### src/hdl/wav_pkg.sv
`default_nettype none

package wav_pkg;

	// Field widths
	localparam int FSIZE_W = 26; // File positions and sizes
	localparam int REQ_ID_W = 4;
	localparam int HOST_ID_W = 16;
	localparam int SEL_W = 4; // Selection index, wraps at 16
	localparam int EVT_W = 11; // 2-bit type over 9-bit code

	// Gamepad event types and codes
	localparam logic [1:0] EVT_AXIS = 2'd0;
	localparam logic [1:0] EVT_PRESS = 2'd2;
	localparam logic [1:0] EVT_RELEASE = 2'd1;
	localparam logic [8:0] AXIS_UP = 9'd511; // Axis at -1
	localparam logic [8:0] AXIS_DOWN = 9'd1;
	localparam logic [8:0] BTN_STOP = 9'd306;
	localparam logic [8:0] BTN_PLAY = 9'd305;

	// Chunk tags as seen in a little-endian shift window
	localparam logic [31:0] TAG_FMT = 32'h20746D66; // "fmt "
	localparam logic [31:0] TAG_DATA = 32'h61746164; // "data"

	// Card host response opcodes
	typedef enum logic [15:0] {
		CARD_READY = 16'd1,
		NB_FILES = 16'd2,
		NAME_CHAR = 16'd3,
		NAME_DONE = 16'd4,
		DATA2 = 16'd5, // Two file bytes
		PLAY_END = 16'd6,
		IDLE = 16'd7,
		FILE_SIZE = 16'd8,
		DATA1 = 16'd9, // One file byte
		DATA4 = 16'd10 // Four file bytes
	} host_op_e;

	// Player request commands
	typedef enum logic [7:0] {
		NONE = 8'd0,
		GET_NB_FILES = 8'd1,
		GET_NAME = 8'd2, // arg1 is the file number
		READ2 = 8'd3,
		CLOSE = 8'd4,
		PENDING = 8'd5,
		GET_SIZE = 8'd6, // Also opens the file
		READ1 = 8'd31,
		READ4 = 8'd34
	} fcmd_e;

	// Header parser verdict per byte
	typedef enum logic [1:0] {
		HDR_CONT = 2'd0,
		HDR_FOUND = 2'd1,
		HDR_FAIL = 2'd2
	} hdr_step_e;

endpackage

`default_nettype wire

### src/hdl/card_sequencer.sv
`default_nettype none

module card_sequencer #(
	parameter int LIST_AW = 13
) (
	input wire clockFiler,
	input wire rst_n,
	input wire wav_pkg::host_op_e host_op,
	input wire [wav_pkg::HOST_ID_W-1:0] host_id,
	input wire [31:0] host_data,
	input wire [wav_pkg::SEL_W-1:0] sel,
	input wire play_req,
	input wire stop_req,
	input wire wav_pkg::hdr_step_e hdr_step,
	input wire [1:0] channels,
	input wire [wav_pkg::FSIZE_W-1:0] data_size,
	input wire [wav_pkg::FSIZE_W-1:0] data_offset,
	input wire fifo_full,
	output wav_pkg::fcmd_e cmd,
	output logic [wav_pkg::FSIZE_W-1:0] arg1,
	output logic [wav_pkg::REQ_ID_W-1:0] req_id,
	output logic hdr_clear,
	output logic hdr_byte_valid,
	output logic [7:0] hdr_byte,
	output logic [wav_pkg::FSIZE_W-1:0] file_size,
	output logic list_wr_en,
	output logic [LIST_AW-1:0] list_wr_addr,
	output logic [7:0] list_wr_data,
	output logic fifo_wr,
	output logic [31:0] fifo_data,
	output logic playing
);
	import wav_pkg::*;

	typedef enum logic [2:0] {
		S_LIST, // Fetching names
		S_IDLE,
		S_SIZE, // Waiting for file size
		S_HEADER, // Waiting for a header byte
		S_HDR_BYTE, // Byte at the parser
		S_HDR_STEP, // Parser verdict ready
		S_STREAM,
		S_CLOSE
	} seq_state_e;

	seq_state_e state;
	logic [HOST_ID_W-1:0] id_prev; // Id of the last response taken
	logic rsp; // New response in op_q and data_q
	host_op_e op_q;
	logic [31:0] data_q;
	logic [7:0] char_q; // Last low byte, feeds RAM and parser
	logic [15:0] nb_files;
	logic [LIST_AW-1:0] list_cnt; // Next free RAM address
	logic stereo;
	logic [FSIZE_W-1:0] step; // Bytes per audio request
	logic [FSIZE_W-1:0] count; // Audio bytes already pushed
	logic [FSIZE_W-1:0] count_next;
	logic hold; // Word waiting for FIFO room
	logic play_pend;
	logic stop_pend;

	assign step = stereo ? FSIZE_W'(4) : FSIZE_W'(2);
	assign count_next = count + step;
	assign hdr_byte = char_q;
	assign list_wr_data = char_q;

	// Response capture, acted on the next cycle
	always_ff @(posedge clockFiler or negedge rst_n) begin
		if (!rst_n) begin
			id_prev <= '0;
			rsp <= 1'b0;
		end else begin
			rsp <= (host_id != id_prev);
			id_prev <= host_id;
		end
	end

	always_ff @(posedge clockFiler) begin
		op_q <= host_op;
		data_q <= host_data;
		if (rsp) begin
			char_q <= data_q[7:0];
			list_wr_addr <= list_cnt;
		end
		if (rsp && op_q == FILE_SIZE) file_size <= data_q[FSIZE_W-1:0];
		if (rsp && op_q == DATA4) fifo_data <= data_q;
		else if (rsp && op_q == DATA2) fifo_data <= {16'd0, data_q[15:0]}; // Mono zero-extended
	end

	always_ff @(posedge clockFiler or negedge rst_n) begin
		if (!rst_n) begin
			state <= S_LIST;
			cmd <= NONE;
			arg1 <= '0;
			req_id <= '0;
			hdr_clear <= 1'b0;
			hdr_byte_valid <= 1'b0;
			list_wr_en <= 1'b0;
			fifo_wr <= 1'b0;
			playing <= 1'b0;
			nb_files <= '0;
			list_cnt <= '0;
			stereo <= 1'b0;
			count <= '0;
			hold <= 1'b0;
			play_pend <= 1'b0;
			stop_pend <= 1'b0;
		end else begin
			hdr_clear <= 1'b0; // Strobes
			hdr_byte_valid <= 1'b0;
			list_wr_en <= 1'b0;
			fifo_wr <= 1'b0;
			if (play_req) play_pend <= 1'b1;
			if (stop_req && playing) stop_pend <= 1'b1;
			case (state)
				S_LIST: if (rsp) begin
					case (op_q)
						CARD_READY: begin
							cmd <= GET_NB_FILES;
							arg1 <= '0;
							req_id <= req_id + 1'b1;
						end
						NB_FILES: begin
							nb_files <= data_q[15:0];
							arg1 <= '0; // Start at file 0
							list_cnt <= '0;
							cmd <= (data_q[15:0] != 16'd0) ? GET_NAME : PENDING;
							if (data_q[15:0] == 16'd0) state <= S_IDLE;
							req_id <= req_id + 1'b1;
						end
						NAME_CHAR: begin
							list_wr_en <= 1'b1;
							list_cnt <= list_cnt + 1'b1;
							cmd <= GET_NAME; // Same file, next char
							req_id <= req_id + 1'b1;
						end
						NAME_DONE: begin
							if (arg1 + 1'b1 < FSIZE_W'(nb_files)) begin
								cmd <= GET_NAME;
								arg1 <= arg1 + 1'b1;
							end else begin
								cmd <= PENDING; // Listing complete
								state <= S_IDLE;
							end
							req_id <= req_id + 1'b1;
						end
						default: ;
					endcase
				end
				S_IDLE: if (play_pend) begin
					play_pend <= 1'b0;
					stop_pend <= 1'b0;
					playing <= 1'b1;
					cmd <= GET_SIZE;
					arg1 <= FSIZE_W'(sel);
					req_id <= req_id + 1'b1;
					state <= S_SIZE;
				end
				S_SIZE: if (rsp && op_q == FILE_SIZE) begin
					hdr_clear <= 1'b1; // Parser restarts
					cmd <= READ1;
					arg1 <= '0;
					req_id <= req_id + 1'b1;
					state <= S_HEADER;
				end
				S_HEADER: if (rsp && op_q == DATA1) begin
					hdr_byte_valid <= 1'b1;
					state <= S_HDR_BYTE;
				end
				S_HDR_BYTE: state <= S_HDR_STEP; // Parser registers its verdict
				S_HDR_STEP: begin
					req_id <= req_id + 1'b1; // Every verdict issues one request
					case (hdr_step)
						HDR_FOUND: begin
							stereo <= (channels == 2'd2);
							cmd <= (channels == 2'd2) ? READ4 : READ2;
							arg1 <= data_offset; // First audio byte
							count <= '0;
							state <= S_STREAM;
						end
						HDR_FAIL: begin
							cmd <= CLOSE;
							playing <= 1'b0;
							state <= S_CLOSE;
						end
						default: begin
							if (stop_pend) begin
								cmd <= CLOSE;
								playing <= 1'b0;
								state <= S_CLOSE;
							end else begin
								cmd <= READ1;
								arg1 <= arg1 + 1'b1;
								state <= S_HEADER;
							end
						end
					endcase
				end
				S_STREAM: begin
					if (rsp && (op_q == DATA2 || op_q == DATA4)) hold <= 1'b1;
					// Retry each cycle until the FIFO has room, or drop on stop
					if (hold && (!fifo_full || stop_pend)) begin
						hold <= 1'b0;
						fifo_wr <= ~fifo_full;
						req_id <= req_id + 1'b1;
						if (stop_pend || count_next >= data_size) begin
							cmd <= CLOSE;
							playing <= 1'b0;
							state <= S_CLOSE;
						end else begin
							arg1 <= arg1 + step;
							count <= count_next;
						end
					end
				end
				S_CLOSE: if (rsp && op_q == PLAY_END) begin
					cmd <= PENDING;
					req_id <= req_id + 1'b1;
					stop_pend <= 1'b0;
					state <= S_IDLE;
				end
				default: state <= S_IDLE;
			endcase
		end
	end

endmodule

`default_nettype wire

### config.mk
export PLATFORM = sky130hd
export DESIGN_NAME = card_sequencer
export DESIGN_NICKNAME = d
export VERILOG_FILES = /design/src/hdl/wav_pkg.sv /design/src/hdl/card_sequencer.sv
export SDC_FILE = /design/constraint.sdc
export NUM_CORES = 1
export LEC_CHECK = 0
export BUFFER_PORTS_ARGS = -buffer_cell sky130_fd_sc_hd__buf_2
export CORE_MARGIN = 4
export CORE_UTILIZATION = 45
export CTS_BUF_LIST = sky130_fd_sc_hd__clkbuf_16
export DETAILED_ROUTE_END_ITERATION = 10
export HOLD_SLACK_MARGIN = 0.12
export PLACE_DENSITY_LB_ADDON = 0.1
export SLEW_MARGIN = 15
export SYNTH_ARGS = -nofsm -noshare
export SYNTH_HDL_FRONTEND = slang
export SYNTH_SLANG_ARGS = --single-unit
### constraint.sdc
create_clock -name clockFiler -period 7.3 [get_ports clockFiler]
set_input_delay 0.365 -clock clockFiler [delete_from_list [all_inputs] [get_ports clockFiler]]
set_output_delay 0.365 -clock clockFiler [all_outputs]
set_load 0.1 [all_outputs]
==> results of run 1 <==
==> metrics by stage <==
step	setup slack (ns)	cells	hold WS [ns]	power (mW)
2_1_floorplan	2.79	1154	0.0694	2.21
3_3_place_gp	1.90	1684	0.404	2.44
3_5_place_dp	1.65	1684	0.407	2.44
4_1_cts	1.65	1805	0.124	3.80
5_1_grt	1.24	1805	0.157	3.92
6_report	1.63	1806	0.147	3.76
==> layout by cell type, fill, tap and decap left out, drive strengths merged, types with 8 or more instances in the layout <==
| cell type | count |
|---|---|
| a21oi | 43 |
| a221oi | 8 |
| a222oi | 11 |
| a31oi | 11 |
| and2 | 34 |
| and3 | 18 |
| and4 | 9 |
| buf | 268 |
| clkbuf | 27 |
| clkinv | 12 |
| dfrtp | 118 |
| dfxtp | 48 |
| dlygate4sd3 | 71 |
| edfxtp | 79 |
| ha | 49 |
| inv | 75 |
| mux2 | 9 |
| nand2 | 75 |
| nand2b | 14 |
| nand3 | 46 |
| nand4 | 25 |
| nor2 | 81 |
| nor3 | 22 |
| nor4 | 21 |
| o21ai | 82 |
| o31ai | 22 |
| o41ai | 13 |
| or3 | 8 |
| xnor2 | 33 |
| xor2 | 42 |
==> power groups by stage <==
stage	sequential [mW]	clock, mW	combinational [mW]
finish	1.56	1.31	0.887
global route	1.57	1.40	0.948
CTS	1.56	1.35	0.888
detailed placement	1.59	0	0.855
global placement	1.59	0	0.853
floorplan	1.77	0	0.439
==> worst register-to-register path: cells and delay by family (launching register included) <==
kind / cells / cell delay [ns]
XOR/XNOR: 1 / 0.08
buffers and inverters: 2 / 0.32
AO/OA/AOI/OAI: 2 / 0.57
flip-flops: 1 / 0.48
adder cells (fa/ha/maj): 3 / 1.03
AND/OR/NAND/NOR: 12 / 3.05
==> layer usage <==
metal / GRT usage / part of all wire / up-vias
li1: - / - / 4795
met4: 0.0586 / 0.027 / 2
met5: 0 / 0.00048 / -
met1: 0.310 / 0.44 / 4703
met2: 0.354 / 0.46 / 386
met3: 0.0379 / 0.071 / 63
==> kinds of logic (layout without fill, tap and decap cells) <==
group / Yosys count / in the layout / share of synthesized area
AOI/OAI and AO/OA: 251 / 251 / 0.141
muxes: 14 / 14 / 0.0126
xor gates and xnor gates: 75 / 75 / 0.0546
other: 1 / 3 / 0.000312
adders and majority gates: 51 / 51 / 0.0543
DFF: 245 / 245 / 0.523
and+or+nand+nor: 374 / 374 / 0.164
buffers and inverters: 142 / 458 / 0.0511
==> cell type report <==
class | instances | area [sq um] | area share
Antenna cell | 1 | 2.50 | 0.000166
Multi-Input combinational cell | 767 | 5150 | 0.342
Tap cell | 335 | 419 | 0.0278
Inverter | 69 | 259 | 0.0172
Sequential cell | 245 | 6290 | 0.417
Clock buffer | 27 | 676 | 0.0448
Clock inverter | 23 | 189 | 0.0125
Timing Repair Buffer | 339 | 2080 | 0.138
==> state kept, by name, summed over array words and instances (netlist names), 3 cells and up <==
signal and count:
data_q 32, list_cnt 13, id_prev 16, file_size 26
req_id 4, op_q 16, arg1 26, cmd 5
count 25, state 3, hdr_byte 8, fifo_data 32
list_wr_addr 13, nb_files 16
==> worst paths after layout <==
path                                 end             from  slack, ns  depth (start not counted)
setup / recovery                arg1[11]           stereo       1.63                         20
hold / removal                  arg1[14]  data_offset[14]       0.15                          3
setup reg to reg                arg1[11]           stereo       1.63                         20
hold reg to reg            file_size[21]       data_q[21]       0.42                          0
max in group asynchronous        arg1[5]            rst_n       5.52                          3
min in group asynchronous     id_prev[6]            rst_n       0.44                          2
==> repair_timing <==
item                      4_1_cts  5_1_grt
hold endpoints to repair      127        0
hold buffers                   71        0
buffers inserted                0        0
==> results_dict.tcl, run 1 <==
set metrics [dict create \
    p_per_area_nw_per_um2 250 \
    stdcell_area_sq_um 15100 \
    max-cap-violations 0 \
    clkSlewWorstSetupHoldPaths_ns 0.06 \
    crit_top_cell "and3_1" \
    synth_area_sq_um 12000 \
    finalCritPeriodShare 0.777 \
    async_flop_share 0.482 \
    setup_tns_ns 0 \
    rsz0062_at_grt "no" \
    ys_types 81 \
    ant_nets 0 \
    fin_nets 1629 \
    worst_path_dominant_cell_family "simple AND/OR/NAND/NOR gates" \
    critPathSlowestCell "or3_1" \
    ys_top_cells_by_count "dfrtp_1 (118), nor2_1 (81), edfxtp_1 (79)" \
    drtIter0Drc 711 \
    max_freq_mhz 176 \
    gp_congestion 0.907 \
    worst_ep_arrival_time_ns 6.06 \
    cts_tree "done" \
    cp-start-kind "flop" \
    relSlewSlack 0.227 \
    gr-total-overflow 0 \
    slew_viol_final 0 \
    cts_buffer_depth 3 \
    fin_util 0.575 \
    wl_per_cell_um 18.6 \
    die_w_um 171 \
    clockPowerShare 0.349 \
    synth_top_flop_cell "dfrtp_1" \
    root_buffer "clkbuf_16" \
    grt_first_pass_wirelength_mm 51.7 \
    placed_cell_area_sq_um 13500 \
    fillers 2279 \
    critical_path.cell_chain "inv_1 -> ha_1 -> fa_1 -> and3_1 -> and2_1 -> and4_1 -> and3_1 -> and3_1 -> nand3_1 -> xnor2_1 -> ha_1 -> nand4_1 -> nor3_1 -> nand4_1 -> a21oi_1 -> nor3_1 -> buf_4 -> nor2_1 -> or3_1 -> o21ai_0" \
    dpl.hpwl_mm 23.9 \
    path_buf_inv 2 \
    synth.most_common_cell "dfrtp_1" \
    drc 0 \
    swShare 0.341 \
    status "finished, final reports clean" \
    synth_top_area_frac 0.246 \
    syn2layout_area_growth_pct 25.3 \
    port_buffers 256 \
    drt-vias-per-instance 5.51 \
    grt_pass1_vias 9475 \
    period_needed_ns 5.67 \
    cts_buffers 27 \
    skew_ns 0.00900 \
    vias 9949 \
    worstSetupPathType "reg -> reg" \
    required_ns 7.69 \
    tightestPinTransition_ns 1.16 \
    antenna_found_initial 1 \
    dr.pass1.iters 5 \
    ios 259 \
    p_int_mw 2.48 \
    yosysSeqAreaShare 0.523 \
    p_switching_mw 1.28 \
    ctsResizeCount 0 \
    grt_max_degree 62 \
    ys_ff_latch 245 \
    die_y_um 171 \
    syn-mean-instance-area_sq_um 10.4 \
    start_util 0.459 \
    clk_latency_ns 0.54 \
    synth_cells 1153 \
    rows 59 \
    grt_usage 0.220 \
    dieArea_sq_um 29400 \
    setup_viol 0 \
    placeableCoreArea_sq_um 26200 \
    ys_top_cells_by_area "dfrtp_1 (25%), edfxtp_1 (20%), dfxtp_1 (8.0%), ha_1 (5.1%), o21ai_0 (3.1%)" \
    critPathMaxFanout 18 \
    ir_drop_mv 0.378 \
    yosysWarningCount 0 \
    drive_above_1_share 0.227 \
    routed_wl_mm 33.6 \
    hold_path.class "in -> reg" \
    synth-edff-count 79 \
    synth_top_area_cell "dfrtp_1" \
    leakage_nw 6.73 \
    comb_power_share 0.236 \
    slowest_delay_ns 0.69 \
    endpoint_kind "flop" \
    htreeDepth 1 \
    hold_viol 0 \
    clock-sinks 245 \
    seq_power_share 0.415 \
]
Note: power is estimated with default switching activity, not from simulation.
==> inputs of run 2 (changes only) <==
- ABC_AREA: unset -> 1
- clock period: 7.3 -> 5.1 ns (I/O delays scaled with it)
==> run 2 against run 1 <==
Effect of this change: sequential share of layout area down 1.8 points; worst hold slack worse by 0.0044 ns; clock-buffer cell count up 1; final area up 4.4%; core utilization up 1.0 points; power up 64%; sequential cell count unchanged; sequential power up 46%; synthesized area up 1.7%; final cell count up 18%; critical path type unchanged; largest power group unchanged; highest routed layer is now met4.
==> results_dict.tcl, run 2 <==
set metrics [dict create \
    fin_util 0.585 \
    synth_top_area_frac 0.241 \
    ir_drop_mv 0.445 \
    grt_usage 0.225 \
    r2r_cells 23 \
    critical_path.cell_chain "inv_1 -> ha_1 -> fa_1 -> nand3_1 -> nor3_1 -> nand2_1 -> nor3_2 -> nand3_1 -> nor2_1 -> nand4_1 -> xor2_1 -> inv_1 -> ha_1 -> a21oi_1 -> o21a_1 -> o221ai_1 -> a21oi_1 -> nand3_1 -> nand2_1 -> nand3_4 -> nor2_8 -> nand2_1 -> nand2_1" \
    gp_congestion 0.908 \
    setup_viol 0 \
    hold-path-cell-count 7 \
    placeableCoreArea_sq_um 26900 \
    grt_first_pass_wirelength_mm 55.4 \
    antenna_cells 0 \
    drtIter0Drc 828 \
    ios 259 \
    die_w_um 173 \
    htreeDepth 1 \
    required_ns 5.57 \
    r2r_start "stereo" \
    grt_pass1_vias 10700 \
    p_per_area_nw_per_um2 391 \
    dr.pass1.iters 6 \
    tightestPinTransition_ns 0.923 \
    reg2reg_slack_ns 0.55 \
    grt_max_degree 54 \
    layout_commonest_cell "nand2_1" \
    antenna_found_initial 0 \
    clkSlewWorstSetupHoldPaths_ns 0.06 \
    worst_ep_arrival_time_ns 5.01 \
    synth_cells 1407 \
    status "finished, final reports clean" \
    cts_tree "done" \
    critPathSlowestCell "dfrtp_1" \
    whs_ns 0.143 \
    max-cap-violations 0 \
    skew_ns 0.00867 \
    rows 60 \
    synth_top_flop_cell "dfrtp_1" \
    dieArea_sq_um 29900 \
    worstSetupPathType "reg -> reg" \
    dpl.hpwl_mm 24.7 \
    gr-total-overflow 0 \
    synth_area_sq_um 12200 \
    slowest_delay_ns 0.46 \
    vias 10800 \
    fin_ws_ns 0.554 \
    reg2reg_to "arg1[21]" \
    relSlewSlack 0.383 \
    clk_latency_ns 0.53 \
    drt-vias-per-instance 5.05 \
    max_freq_mhz 220 \
    leakage_nw 7.60 \
    wl_per_cell_um 16.2 \
    critPathMaxFanout 13 \
    hold_path_end "arg1[12]" \
    port_buffers 256 \
    yosysSeqAreaShare 0.514 \
    root_buffer "clkbuf_16" \
    start_util 0.455 \
    synth-edff-count 79 \
    async_flop_share 0.482 \
    numPlacedInstances 1979 \
    die_y_um 173 \
    cts_buffers 27 \
    drc 0 \
    hold_start "data_offset[12]" \
    ys_ff_latch 245 \
    ys_types 54 \
    fin_nets 1946 \
    syn2layout_area_growth_pct 28.6 \
    setup_tns_ns 0 \
    period_needed_ns 4.55 \
    hold_path.class "in -> reg" \
    ant_nets 0 \
    routed_wl_mm 34.6 \
    rsz0062_at_grt "no" \
    drive_above_1_share 0.197 \
    crit_top_cell "nand2_1" \
    yosysWarningCount 0 \
    synth_top_area_cell "dfrtp_1" \
    layout_common_cells "nand2_1 (297), buf_2 (255), inv_1 (205)" \
    top_regs "data_q: 32 flops, fifo_data: 32 flops" \
    cp-start-kind "flop" \
    synth.most_common_cell "nand2_1" \
    hold_viol 0 \
    syn-mean-instance-area_sq_um 8.69 \
    ys_top_cells_by_area "dfrtp_1 (24%), edfxtp_1 (19%), nand2_1 (9.1%), dfxtp_1 (7.9%), inv_1 (6.1%)" \
    final-instance-count-excl-fill 2128 \
    ys_top_cells_by_count "nand2_1 (298), inv_1 (199), nor2_1 (152)" \
    clock-sinks 245 \
    dp_slack_ns 0.457 \
    finalCritPeriodShare 0.891 \
    endpoint_kind "flop" \
    slew_viol_final 0 \
    cts_buffer_depth 3 \
]
[run 2: changes by cell type after synthesis, moves of 11 or more]
cell,before,now
nand2b_1,14,0
nor2_1,81,152
and2_1,33,1
o31ai_1,21,2
and3_1,18,2
nand3_1,45,85
a21oi_1,43,65
o41ai_1,13,0
nand2_1,75,298
inv_1,68,199
clkbuf_1,42,19
nor4_1,19,5
a222oi_1,11,0
xnor2_1,33,19
[run 2: power by group]
group / total, mW / leakage [nW] / switching, mW / internal, mW
clock: 1.86 / 0.443 / 0.773 / 1.09
combinational: 2.01 / 4.45 / 1.44 / 0.573
sequential: 2.28 / 2.71 / 0.144 / 2.14
total: 6.16 / 7.60 / 2.35 / 3.80
[run 2: cells by family after synthesis]
logic type	after synthesis	share of synthesized area
adder cells (fa/ha/maj)	51	0.0534
XOR/XNOR	51	0.0365
other	1	0.000307
flip-flops	245	0.514
AO/OA/AOI/OAI	179	0.0836
multiplexers	1	0.000920
buffers and inverters	242	0.0793
AND/OR/NAND/NOR	637	0.232
[run 2: worst max-delay path: cells and delay by family (launching register included)]
family / cells / cell delay, ns
and+or+nand+nor: 13 / 2.30
adders and majority gates: 3 / 0.70
AOI/OAI and AO/OA: 4 / 0.60
DFF: 1 / 0.46
buffers and inverters: 2 / 0.21
xor gates and xnor gates: 1 / 0.20
[run 2: worst max-delay path by stage]
stage	startpoint	slack [ns]	end	cells past startpoint
after CTS	stereo	0.42	count[16]	22
after global placement	stereo	0.64	arg1[25]	22
after floorplan	stereo	1.22	count[4]	23
after detailed placement	stereo	0.46	arg1[18]	22
final	stereo	0.55	arg1[21]	23
after global routing	stereo	0.06	arg1[20]	23
[run 2: metal layers]
layer	vias to the layer above	wire length, um	GRT usage	share of wire
li1	5329	-	-	-
met3	83	1900	0.0330	0.055
met4	0	1280	0.0895	0.037
met2	339	16800	0.387	0.49
met5	-	0	0	0
met1	4999	14600	0.287	0.42
[run 2: stage by stage]
step	cell area, sq um	power, mW
3_3_place_gp	13800	4.06
6_report	15700	6.16
2_1_floorplan	12200	3.67
5_1_grt	15700	6.47
4_1_cts	15700	6.04
3_5_place_dp	13800	4.09
[run 2: layout make-up]
type                       count  area, sq um
timing repair buffer         364         2370
fill                        2474        11100
tap                          341          427
inverter                     205          769
sequential                   245         6290
clock buffer                  28          701
clock inverter                22          154
multi-input combinational    923         5020
[run 2: repair_timing]
item / CTS / global route
resized for setup: 0 / 2
hold endpoints to repair: 113 / 0
buffers inserted: 0 / 2
endpoints found under the setup margin: 0 / 42
hold buffers: 95 / 0
==> inputs of run 3 (changes only) <==
- CTS_BUF_LIST: sky130_fd_sc_hd__clkbuf_16 -> unset
==> run 3 against run 2 <==
Effect of this change: first-iteration DRC count down 2.1%; setup slack got worse by 0.014 ns; non-clock buffer count is 2 higher; final area is 0.43% higher; global-route usage is 0.074 points higher; clock power rose by 5%; highest routed layer unchanged.
==> results_dict.tcl, run 3 (synthesized netlist as in run 2, its figures left out) <==
set metrics [dict create \
    stdcell_area_sq_um 15800 \
    rsz0062_at_grt "no" \
    placeableCoreArea_sq_um 26900 \
    cp-start-kind "flop" \
    dr.pass1.iters 6 \
    reg2reg_slack_ns 0.54 \
    worst_ep_arrival_time_ns 5.03 \
    rows 60 \
    status "finished, final reports clean" \
    routed_wl_mm 34.7 \
    crit_top_cell "nand2_1" \
    skew_ns 0.00889 \
    critical_path.cell_chain "inv_1 -> ha_1 -> fa_1 -> nand3_1 -> nor3_1 -> nand2_1 -> nor3_2 -> nand3_1 -> nor2_1 -> nand4_1 -> xor2_1 -> inv_1 -> ha_1 -> a21oi_1 -> o21a_1 -> o221ai_1 -> a21oi_1 -> nand3_1 -> nand2_1 -> nand3_4 -> nor2_8 -> nand2_1 -> nand2_1" \
    required_ns 5.57 \
    setup_tns_ns 0 \
    placed_cell_area_sq_um 13800 \
    fillers 2463 \
    critPathSlowestCell "dfrtp_1" \
    start_util 0.455 \
    finalCritPeriodShare 0.894 \
    endpoint_kind "flop" \
    die_w_um 173 \
    grt_pass1_vias 10700 \
    ant_nets 0 \
    period_needed_ns 4.56 \
    clock-sinks 245 \
    layout_common_cells "nand2_1 (297), buf_2 (255), inv_1 (199)" \
    top_regs "data_q: 32 flops, fifo_data: 32 flops" \
    setup_viol 0 \
    vias 10800 \
    grt_usage 0.226 \
    p_per_area_nw_per_um2 397 \
    max_freq_mhz 219 \
    drt-vias-per-instance 5.09 \
    max-cap-violations 0 \
    hold_path.class "in -> reg" \
    r2r_start "stereo" \
    hold_viol 0 \
    root_buffer "clkbuf_16" \
    cts_buffers 27 \
    hold-path-cell-count 5 \
    worstSetupPathType "reg -> reg" \
    port_buffers 256 \
    antenna_found_initial 0 \
    ir_drop_mv 0.445 \
    r2r_cells 23 \
    cts_tree "done" \
    ios 259 \
    syn2layout_area_growth_pct 29.1 \
    critPathMaxFanout 13 \
    gp_congestion 0.908 \
    slowest_delay_ns 0.46 \
    drive_above_1_share 0.200 \
    fin_nets 1948 \
    leakage_nw 7.61 \
    grt_max_degree 54 \
    cts_buffer_depth 3 \
    clkSlewWorstSetupHoldPaths_ns 0.06 \
    layout_commonest_cell "nand2_1" \
    slew_viol_final 0 \
    hold_start "data_offset[21]" \
    clk_latency_ns 0.54 \
    htreeDepth 1 \
    grt_first_pass_wirelength_mm 55.6 \
    gr-total-overflow 0 \
    hold_path_end "arg1[21]" \
    drc 0 \
    drtIter0Drc 811 \
    wl_per_cell_um 16.3 \
    reg2reg_to "arg1[21]" \
    tightestPinTransition_ns 0.900 \
    antenna_cells 0 \
    die_y_um 173 \
    dieArea_sq_um 29900 \
    dpl.hpwl_mm 24.7 \
    relSlewSlack 0.398 \
]
## run 3: where the power goes
part | switching [mW] | total (mW) | internal [mW] | leakage (nW)
clock | 0.784 | 1.96 | 1.18 | 0.444
sequential | 0.144 | 2.28 | 2.14 | 2.71
combinational | 1.45 | 2.03 | 0.582 | 4.46
total | 2.37 | 6.27 | 3.90 | 7.61
## run 3: layer usage
metal,GRT usage,part of all wire,vias up,wire (um)
li1,-,-,5331,-
met1,0.287,0.42,5035,14600
met2,0.388,0.48,379,16800
met3,0.0330,0.058,94,2010
met4,0.0911,0.038,0,1320
met5,0,0,-,0
## run 3: area by class of cell
cell class                 count  area (sq um)  area share
tap                          341           427      0.0270
clock buffer                  39           792      0.0501
clock inverter                11           113     0.00713
multi-input combinational    923          5020       0.318
sequential                   245          6290       0.398
inverter                     205           769      0.0487
timing repair buffer         366          2390       0.151
## run 3: critical path: cells and delay by family (launching register included)
family	cells	cell delay, ns
AND/OR/NAND/NOR	13	2.31
buffers and inverters	2	0.21
adder cells (fa/ha/maj)	3	0.70
AO/OA/AOI/OAI	4	0.60
XOR/XNOR	1	0.20
flip-flops	1	0.46
## run 3: worst max-delay path by stage
stage / startpoint / endpoint / slack [ns] / depth (start not counted)
global placement: stereo / arg1[25] / 0.64 / 22
floorplan: stereo / count[4] / 1.22 / 23
finish: stereo / arg1[21] / 0.54 / 23
detailed placement: stereo / arg1[18] / 0.46 / 22
CTS: stereo / count[16] / 0.42 / 22
global route: stereo / arg1[20] / 0.05 / 23
## run 3: per-stage QoR
stage	cells	hold WS [ns]	power, mW	worst slack [ns]	utilization
2_1_floorplan	1408	-0.0406	3.67	1.22	-
3_3_place_gp	1979	0.199	4.06	0.642	0.515
3_5_place_dp	1979	0.194	4.09	0.457	0.515
4_1_cts	2125	0.121	6.13	0.423	0.585
5_1_grt	2130	0.124	6.58	0.0483	0.588
6_report	2130	0.146	6.27	0.540	0.588
## run 3: repair_timing
item / 4_1_cts / 5_1_grt
endpoints found under the hold margin: 114 / 0
resized for setup: 0 / 2
endpoints found under the setup margin: 0 / 42
setup buffers: 0 / 3
hold buffers: 96 / 0
